File: src/design/mem_map_pkg.sv
`default_nettype none

package mem_map_pkg;

   localparam int addr_w      = 16;
   localparam int data_w      = 8;
   localparam int num_masters = 4;
   localparam int num_slaves  = 6;
   localparam int cnt_w       = $clog2(num_masters + 1); // Holds a count of 0 to 4.

   typedef logic [addr_w-1:0] addr_t;
   typedef logic [data_w-1:0] data_t;

   // Real regions double as slave indices.
   typedef enum logic [2:0] {
      REGION_NONE      = 3'd7,
      REGION_CARTRIDGE = 3'd0,
      REGION_LCDRAM    = 3'd1,
      REGION_WRAM      = 3'd2,
      REGION_OAM       = 3'd3,
      REGION_IOREG     = 3'd4,
      REGION_LWRAM     = 3'd5
   } region_e;

   // Higher index wins ownership of a slave.
   typedef enum logic [1:0] {
      MASTER_CPU  = 2'd0,
      MASTER_PPU  = 2'd1,
      MASTER_RDMA = 2'd2,
      MASTER_WDMA = 2'd3
   } master_e;

   // Memory map, low bound included and high bound excluded.
   localparam addr_t cartridge_lo = 16'h0000;
   localparam addr_t cartridge_hi = 16'h8000;
   localparam addr_t lcdram_lo    = 16'h8000;
   localparam addr_t lcdram_hi    = 16'hA000;
   localparam addr_t wram_lo      = 16'hC000;
   localparam addr_t wram_hi      = 16'hE000;
   localparam addr_t oam_lo       = 16'hFE00;
   localparam addr_t oam_hi       = 16'hFEA0;
   localparam addr_t ioreg_lo     = 16'hFF00;
   localparam addr_t ioreg_hi     = 16'hFF80;
   localparam addr_t lwram_lo     = 16'hFF80;
   localparam addr_t lwram_hi     = 16'hFFFF; // So 0xFFFF itself maps nowhere.

   typedef struct packed {
      addr_t addr;
      data_t wdata;
      logic  we_l;    // Unused for the read DMA.
      logic  re_l;    // Unused for the write DMA.
   } master_req_t;

   typedef struct packed {
      addr_t addr;
      data_t wdata;
      logic  data_oe; // Write data valid toward the slave.
      logic  we_l;
      logic  re_l;
   } slave_req_t;

   typedef master_req_t [num_masters-1:0] master_req_array_t;
   typedef slave_req_t  [num_slaves-1:0]  slave_req_array_t;
   typedef region_e     [num_masters-1:0] region_array_t;

endpackage

`default_nettype wire

File: src/design/region_decoder.sv
`default_nettype none

module region_decoder import mem_map_pkg::*; (
   input  wire addr_t addr,
   output region_e    region
);

   function automatic logic in_range(addr_t a, addr_t lo, addr_t hi);
      return (a >= lo) && (a < hi);
   endfunction

   // Ranges are disjoint, so the order of the checks does not matter.
   always_comb begin
      region = REGION_NONE;
      if (in_range(addr, cartridge_lo, cartridge_hi)) begin
         region = REGION_CARTRIDGE;
      end
      else if (in_range(addr, lcdram_lo, lcdram_hi)) begin
         region = REGION_LCDRAM;
      end
      else if (in_range(addr, wram_lo, wram_hi)) begin
         region = REGION_WRAM;
      end
      else if (in_range(addr, oam_lo, oam_hi)) begin
         region = REGION_OAM;
      end
      else if (in_range(addr, ioreg_lo, ioreg_hi)) begin
         region = REGION_IOREG;
      end
      else if (in_range(addr, lwram_lo, lwram_hi)) begin
         region = REGION_LWRAM;
      end
   end

endmodule

`default_nettype wire

File: src/design/slave_request_router.sv
`default_nettype none

module slave_request_router import mem_map_pkg::*; (
   input  wire master_req_array_t master_req,
   input  wire region_array_t     region,
   output slave_req_array_t       slave_req,
   output master_e [num_slaves-1:0] owner,
   output logic [num_slaves-1:0]  owned
);

   master_req_t sel; // Request of the slave's current owner.

   // Ownership goes by decode alone, highest priority master first.
   always_comb begin
      for (int s = 0; s < num_slaves; s++) begin
         owned[s] = 1'b0;
         owner[s] = MASTER_CPU;
         for (int m = num_masters - 1; m >= 0; m--) begin
            if (!owned[s] && region[m] == region_e'(s)) begin
               owned[s] = 1'b1;
               owner[s] = master_e'(m);
            end
         end
      end
   end

   always_comb begin
      sel = '0;
      for (int s = 0; s < num_slaves; s++) begin
         sel = master_req[owner[s]];

         // Idle slave.
         slave_req[s].addr    = '0;
         slave_req[s].wdata   = '0;
         slave_req[s].data_oe = 1'b0;
         slave_req[s].we_l    = 1'b1;
         slave_req[s].re_l    = 1'b1;

         if (owned[s]) begin
            slave_req[s].addr  = sel.addr;
            slave_req[s].wdata = sel.wdata;

            // Write DMA never reads.
            slave_req[s].re_l = (owner[s] == MASTER_WDMA) ? 1'b1 : sel.re_l;

            // Read DMA never writes.
            slave_req[s].we_l = (owner[s] == MASTER_RDMA) ? 1'b1 : sel.we_l;

            slave_req[s].data_oe = (owner[s] != MASTER_RDMA) && !sel.we_l;
         end
      end
   end

endmodule

`default_nettype wire

File: src/design/read_return_router.sv
`default_nettype none

module read_return_router import mem_map_pkg::*; (
   input  wire master_req_array_t        master_req,
   input  wire region_array_t            region,
   input  wire master_e [num_slaves-1:0] owner,
   input  wire logic [num_slaves-1:0]    owned,
   input  wire data_t [num_slaves-1:0]   slave_rdata,
   output data_t [num_masters-1:0]       master_rdata,
   output logic [num_masters-1:0]        master_rdata_oe
);

   region_e target; // Slave the current master decodes to.
   logic    serve;

   always_comb begin
      target = REGION_NONE;
      serve  = 1'b0;
      for (int m = 0; m < num_masters; m++) begin
         target = region[m];
         serve  = 1'b0;

         // Only a reading owner gets data; the write DMA has no read path.
         if (target != REGION_NONE && m != int'(MASTER_WDMA)) begin
            serve = owned[target]
                    && owner[target] == master_e'(m)
                    && !master_req[m].re_l;
         end

         if (serve) begin
            master_rdata[m]    = slave_rdata[target];
            master_rdata_oe[m] = 1'b1;
         end
         else begin
            master_rdata[m]    = '0;
            master_rdata_oe[m] = 1'b0;
         end
      end
   end

endmodule

`default_nettype wire

File: src/design/access_conflict_monitor.sv
`default_nettype none

module access_conflict_monitor import mem_map_pkg::*; (
   input  wire logic              clk,
   input  wire logic              arst_n,
   input  wire master_req_array_t master_req,
   input  wire region_array_t     region,
   output logic                   same_port_conflict,
   output logic                   conflict_seen
);

   logic [num_masters-1:0] active;
   logic [cnt_w-1:0]       hits [num_slaves]; // Active masters per slave.

   // A master counts only on the strobes it actually has.
   always_comb begin
      active[MASTER_CPU]  = !master_req[MASTER_CPU].we_l || !master_req[MASTER_CPU].re_l;
      active[MASTER_PPU]  = !master_req[MASTER_PPU].we_l || !master_req[MASTER_PPU].re_l;
      active[MASTER_RDMA] = !master_req[MASTER_RDMA].re_l;
      active[MASTER_WDMA] = !master_req[MASTER_WDMA].we_l;
   end

   always_comb begin
      same_port_conflict = 1'b0;
      for (int s = 0; s < num_slaves; s++) begin
         hits[s] = '0;
         for (int m = 0; m < num_masters; m++) begin
            if (active[m] && region[m] == region_e'(s)) begin
               hits[s] = hits[s] + cnt_w'(1);
            end
         end
         if (hits[s] >= cnt_w'(2)) begin
            same_port_conflict = 1'b1;
         end
      end
   end

   // Sticky until reset.
   always_ff @(posedge clk or negedge arst_n) begin
      if (!arst_n) begin
         conflict_seen <= 1'b0;
      end
      else if (same_port_conflict) begin
         conflict_seen <= 1'b1;
      end
   end

   a_seen_sticky: assert property (@(posedge clk) disable iff (!arst_n)
      conflict_seen |=> conflict_seen);

   a_seen_follows: assert property (@(posedge clk) disable iff (!arst_n)
      same_port_conflict |=> conflict_seen);

   a_idle_no_conflict: assert property (@(posedge clk) disable iff (!arst_n)
      (active == '0) |-> !same_port_conflict);

endmodule

`default_nettype wire

File: src/design/memory_router.sv
`default_nettype none

module memory_router import mem_map_pkg::*; (
   input  wire logic                    clk,
   input  wire logic                    arst_n,

   // Master side.
   input  wire master_req_array_t       master_req,
   output data_t [num_masters-1:0]      master_rdata,
   output logic [num_masters-1:0]       master_rdata_oe,

   // Slave side.
   input  wire data_t [num_slaves-1:0]  slave_rdata,
   output slave_req_array_t             slave_req,

   // Same-slave access error, live and sticky.
   output logic                         same_port_conflict,
   output logic                         conflict_seen
);

   wire region_array_t     region;   // One decoded region per master.
   master_e [num_slaves-1:0] owner;
   logic [num_slaves-1:0]  owned;

   region_decoder decode_cpu (
      .addr   (master_req[MASTER_CPU].addr),
      .region (region[MASTER_CPU])
   );

   region_decoder decode_ppu (
      .addr   (master_req[MASTER_PPU].addr),
      .region (region[MASTER_PPU])
   );

   region_decoder decode_rdma (
      .addr   (master_req[MASTER_RDMA].addr),
      .region (region[MASTER_RDMA])
   );

   region_decoder decode_wdma (
      .addr   (master_req[MASTER_WDMA].addr),
      .region (region[MASTER_WDMA])
   );

   slave_request_router u_slave_request_router (
      .master_req (master_req),
      .region     (region),
      .slave_req  (slave_req),
      .owner      (owner),
      .owned      (owned)
   );

   read_return_router u_read_return_router (
      .master_req      (master_req),
      .region          (region),
      .owner           (owner),
      .owned           (owned),
      .slave_rdata     (slave_rdata),
      .master_rdata    (master_rdata),
      .master_rdata_oe (master_rdata_oe)
   );

   access_conflict_monitor u_access_conflict_monitor (
      .clk                (clk),
      .arst_n             (arst_n),
      .master_req         (master_req),
      .region             (region),
      .same_port_conflict (same_port_conflict),
      .conflict_seen      (conflict_seen)
   );

endmodule

`default_nettype wire

File: config.mk
export PLATFORM = sky130hd
export DESIGN_NAME = memory_router
export DESIGN_NICKNAME = d
export VERILOG_FILES = /design/src/design/mem_map_pkg.sv /design/src/design/region_decoder.sv /design/src/design/slave_request_router.sv /design/src/design/read_return_router.sv /design/src/design/access_conflict_monitor.sv /design/src/design/memory_router.sv
export SDC_FILE = /design/constraint.sdc
export NUM_CORES = 1
export LEC_CHECK = 0
export BUFFER_PORTS_ARGS = -buffer_cell sky130_fd_sc_hd__clkbuf_2
export CAP_MARGIN = 10
export CORE_MARGIN = 10
export CORE_UTILIZATION = 48
export DETAILED_ROUTE_END_ITERATION = 10
export PLACE_DENSITY = 0.87
export SYNTH_ARGS = -nofsm -noshare
export SYNTH_HDL_FRONTEND = slang
export SYNTH_HIERARCHICAL = 1
export SYNTH_SLANG_ARGS = --single-unit
File: constraint.sdc
create_clock -name clk -period 5.65 [get_ports clk]
set_input_delay 1.13 -clock clk [delete_from_list [all_inputs] [get_ports clk]]
set_output_delay 1.13 -clock clk [all_outputs]
set_load 0.005 [all_outputs]
* Word-level counts from Yosys, hierarchy flattened *
Cells that the tools add are included.
Widths: inputs -> output; s select.

storage, ports and cells
  bits in registers = 1
  output and inout bits = 200

operators by class
  add/subtract/negate cells = 18
  multiplexer cells = 159
  reductions and logical operators = 115
  equality and inequality tests = 43
  order comparisons = 63

operators by type and width
  operator              number
  $lt 16x16->1 const B  24
  $ge 16x16->1 const B  20
  $bmux 26 s2           6
  $mux 27               6
  $mux 26               6
  $mux 3                38
  $logic_and 1x1->1     78
  $bmux 8 s3            3
  $ge 16x1->1 const B   4
  $mux 2                31
  $mux 1                57
  $mux 8                6
  $add 3x1->3 const B   12
  $logic_not 1->1       30
  $eq 2x2->1 const B    13
  $eq 3x2->1 const B    8
  $eq 3x3->1 const B    8
  $bmux 2 s3            3
  $ge 3x2->1 const B    6
  $lt 2x3->1 const B    6
  $add 1x1->2 const B   6
  $eq 3x1->1 const B    4
  $logic_not 3->1       4
  $lt 3x4->1 const B    3
  6 further kinds       16

* Depth between registers and ports, before layout *
  depth after elaboration = 26
  mapped depth = 15
  gate-level depth less buffers = 15

* Cells and area by module *
Netlist, hierarchy kept.

modules (own cells, without submodules)
  module                   area each (um^2)  cells each  instances
  slave_request_router     4,807.1           779         1
  read_return_router       1,750.4           189         1
  access_conflict_monitor  987.2             135         1
  region_decoder           81.3              12          4

* Least setup slack after synthesis *
OpenSTA, ideal clock, no wires.

  path type = input to output
  start = input port master_req[73] (netlist bit)
  end = output port master_rdata[0] (netlist bit)
  arrival = 3.782 ns
  buffers on the path = 4
  cell stages on the path = 14
  slack = 0.738 ns
  cell sequence = and3_1 -> nand3_1 -> o311a_1 -> buf_2 -> nor2b_2 -> nor2b_1 -> buf_2 -> buf_2 -> o21ai_0 -> nor4b_2 -> o21bai_1 -> a211o_1 -> buf_6 -> nor3_2

RTL lines
  item         line                source
  from (decl)  memory_router.sv:8  input wire master_req_array_t master_req,
  to (decl)    memory_router.sv:9  output data_t [num_masters-1:0] master_rdata,

==> impl_metrics.json <==
{
  "grt_use_total": 0.390,
  "route.detailed.vias_per_inst": 7.20,
  "met3_usage": 0.0852,
  "timing.final.hold_violations": 0,
  "synth.cell_area_um2": 7870,
  "number_of_enable_flip_flop_cells_after_synthesis": 0,
  "die_h_um": 148,
  "critical_path_required_ns": 4.52,
  "ys_seq_elements": 1,
  "dr_total_vias": 12291,
  "synth-seq-area-share": 0.00318,
  "drc": 0,
  "timing_max_transition_violations_final": 0,
  "critical_path.endpoint_type": "output port",
  "biggest_register": "u_access_conflict_monitor/conflict_seen",
  "nFillCells": 1506,
  "drt_wl_cell_um": 27.2,
  "place.port_buffers": 342,
  "peak_per_stage_delay_on_the_critical_path_ns": 0.51,
  "timing.critical_path.slowest_stage_cell": "sky130_fd_sc_hd__o311a_1",
  "post_synth_inst_count": 1151,
  "unrepaired_setup_endpoints_after_global_routing": "false",
  "hp_class": "reg2reg",
  "largest_register_ffs": 1,
  "arrival_time_of_data_at_the_critical_path_endpoint_ns": 4.40,
  "post_route_cells_drive_above_1_share": 0.367,
  "detail_route.wirelength_um": 46400,
  "die-area_um2": 21900,
  "drt-initial-drc-count": 2080,
  "fmax_ghz": 0.181,
  "die_w_um": 148,
  "p_comb_frac": 0.993,
  "place.gp.congestion": 1.03,
  "netSwitchingPower_mw": 0.650,
  "num-nets-final": 1666,
  "vdd_ir_drop_max_mv": 0.0788,
  "crit_type": "in2out",
  "layout_worst_path_cycle_share": 0.979,
  "p_int_mw": 0.434,
  "post_synthesis_adder_cell_area_fraction": 0.0286,
  "insertedDiodeCount": 0,
  "crit_path_cell_trace": "clkbuf_2, and3_1, nand3_1, o311a_1, buf_4, nor3b_4, o21ai_0, and4bb_1, nor3_1, a211o_1, nor3_2, clkbuf_2",
  "grt_max_degree": 34,
  "result_of_the_run": "completed",
  "gr-total-overflow": 0,
  "yosys-top-cells-area": "sky130_fd_sc_hd__mux2i_1 (12%), sky130_fd_sc_hd__o21ai_0 (7.6%), sky130_fd_sc_hd__a22oi_1 (7.4%)",
  "seqPwrFrac": 0.007,
  "syn_to_final_growth_pct": 28.4,
  "synth.largest_area_cell": "sky130_fd_sc_hd__mux2i_1",
  "busiest_layer": "met2",
  "clock_skew_ns": 0,
  "drt_first_pass_iters": 9,
  "path_max_fanout": 13,
  "switching_share": 0.600,
  "first_global_vias": 12228,
  "synth_top_family_by_area": "compound AO/OA/AOI/OAI gates",
  "cts_hold_buf": 0,
  "worst-slew-pin-transition_ns": 1.30,
  "timing.max_slew.rel_slack": 0.128,
  "synthXorXnorAreaFrac": 0.00890,
  "total_leakage_power_nw": 4.87,
  "fin_setup_tns_ns": 0,
  "clock_network_latency_to_the_later_pin_of_the_worst_skew_pair_ns": 0,
  "area_fraction_in_compound_gates_after_synthesis": 0.381,
  "setup_viol": 0,
  "grt_first_pass_wirelength_um": 69600,
  "cap_violations": 0,
  "crit_top_cell": "sky130_fd_sc_hd__clkbuf_2",
  "biggestRegsByFlops": "u_access_conflict_monitor/conflict_seen: 1 flops",
  "grt.met2_usage": 0.624,
  "synth.top_cell.area_share": 0.116,
  "ys.warnings.count": 6,
  "post_synth_and_or_nand_nor_area_fraction": 0.297,
  "post_synth_mux_area_share": 0.187,
  "num_io_pins": 354,
  "hpwlAfterDp_um": 35000,
  "gr_util_met1": 0.459,
  "grt_antenna_before_repair": 0,
  "yosys_most_used_dff": "sky130_fd_sc_hd__dfrtp_1",
  "rows": 46,
  "ys_async_sr_fraction": 1.00,
  "design.core.area_um2": 16000,
  "postRouteAntennaNets": 0,
  "setup.worst_path.start_class": "primary input",
  "p_per_area_nw_per_um2": 107,
  "finalWorstPathRequiredPeriod_ns": 5.53,
  "synth_area_per_cell_um2": 6.84,
  "clk_transition_reported_paths_ns": 0,
  "power_frac_clock": 0,
  "initial_utilization": 0.492,
  "synthDistinctLibCells": 86,
  "post-layout-total-power_mw": 1.08
}
[worst max-delay path: cells and delay by family]
kind / cells / cell delay, ns
buf+inv: 3 / 0.53
simple gates: 6 / 1.43
compound gates: 3 / 1.29
[cells in the mapped netlist, types with 29 or more instances]
| master | n |
|---|---|
| sky130_fd_sc_hd__a221oi_1 | 34 |
| sky130_fd_sc_hd__clkbuf_1 | 44 |
| sky130_fd_sc_hd__a22oi_1 | 78 |
| sky130_fd_sc_hd__nand4_1 | 31 |
| sky130_fd_sc_hd__a21o_1 | 33 |
| sky130_fd_sc_hd__inv_1 | 33 |
| sky130_fd_sc_hd__buf_2 | 37 |
| sky130_fd_sc_hd__o21ai_0 | 120 |
| sky130_fd_sc_hd__mux2i_1 | 91 |
| sky130_fd_sc_hd__a21oi_1 | 59 |
| sky130_fd_sc_hd__nand2_1 | 80 |
| sky130_fd_sc_hd__nand3_1 | 32 |
| sky130_fd_sc_hd__and3_1 | 29 |
| sky130_fd_sc_hd__nor2_1 | 110 |
[power groups by stage]
stage	Sequential (mW)	Clock, mW	Combinational [mW]
after floorplan	0.00729	0	0.551
after global placement	0.00729	0	1.02
after detailed placement	0.00729	0	1.03
after CTS	0.00729	0	1.04
after global routing	0.00729	0	1.13
final	0.00729	0	1.08
[worst paths after layout]
path / cells after the start / to / slack, ns / from
hold reg to reg: 2 / u_access_conflict_monitor/conflict_seen$_DFFE_PN0P_ / 0.51 / u_access_conflict_monitor/conflict_seen$_DFFE_PN0P_
max in group asynchronous: 1 / u_access_conflict_monitor/conflict_seen$_DFFE_PN0P_ / 4.66 / arst_n
setup reg to reg: 2 / u_access_conflict_monitor/conflict_seen$_DFFE_PN0P_ / 4.88 / u_access_conflict_monitor/conflict_seen$_DFFE_PN0P_
min in group asynchronous: 1 / u_access_conflict_monitor/conflict_seen$_DFFE_PN0P_ / 0.91 / arst_n
setup / recovery: 12 / master_rdata[5] / 0.12 / master_req[76]
hold / removal: 2 / u_access_conflict_monitor/conflict_seen$_DFFE_PN0P_ / 0.51 / u_access_conflict_monitor/conflict_seen$_DFFE_PN0P_
[timing repair]
action | in CTS | in global routing
endpoints found under the setup margin | 0 | 15
gates resized for setup | 0 | 2
setup buffers | 0 | 0
[metal layers]
metal  share of wire  vias up
li1                -     5137
met1            0.34     5538
met2            0.44     1263
met3            0.14      353
met4           0.081        0
met5               0        -
[cell usage in the layout, fill, tap and decap left out, types with 29 or more instances in the layout]
master / instances
sky130_fd_sc_hd__buf_4: 100
sky130_fd_sc_hd__nor2_1: 110
sky130_fd_sc_hd__and3_1: 29
sky130_fd_sc_hd__nand3_1: 32
sky130_fd_sc_hd__a22oi_1: 78
sky130_fd_sc_hd__a21oi_1: 59
sky130_fd_sc_hd__a221oi_1: 34
sky130_fd_sc_hd__o21ai_0: 118
sky130_fd_sc_hd__nand2_1: 80
sky130_fd_sc_hd__a21o_1: 33
sky130_fd_sc_hd__mux2i_1: 91
sky130_fd_sc_hd__clkbuf_2: 342
sky130_fd_sc_hd__nand4_1: 31
sky130_fd_sc_hd__inv_1: 33
[kinds of logic after synthesis]
logic type	Yosys count
buffers and inverters	144
multiplexers	125
other	1
flip-flops	1
XOR/XNOR	8
AND/OR/NAND/NOR	403
adder cells (fa/ha/maj)	18
AO/OA/AOI/OAI	451
[final cells by class]
cell class	instances	area (µm²)	share of cell area
inverters	33	124	0.0123
multi-input cells	1014	7190	0.712
well taps	216	270	0.0268
flip-flops and latches	1	25.0	0.00248
repair buffers	444	2490	0.247
[metrics by stage]
stage	hold slack, ns	setup WS (ns)	util	instance area (µm²)	cells
6_report	0.512	0.119	0.631	10100	1708
3_3_place_gp	0.496	0.212	0.631	10100	1707
2_1_floorplan	0.485	0.738	-	7900	1159
3_5_place_dp	0.532	0.193	0.631	10100	1707
4_1_cts	0.532	0.186	0.631	10100	1707
5_1_grt	0.548	0.00927	0.631	10100	1708
Power figures use the tool's default switching activity.
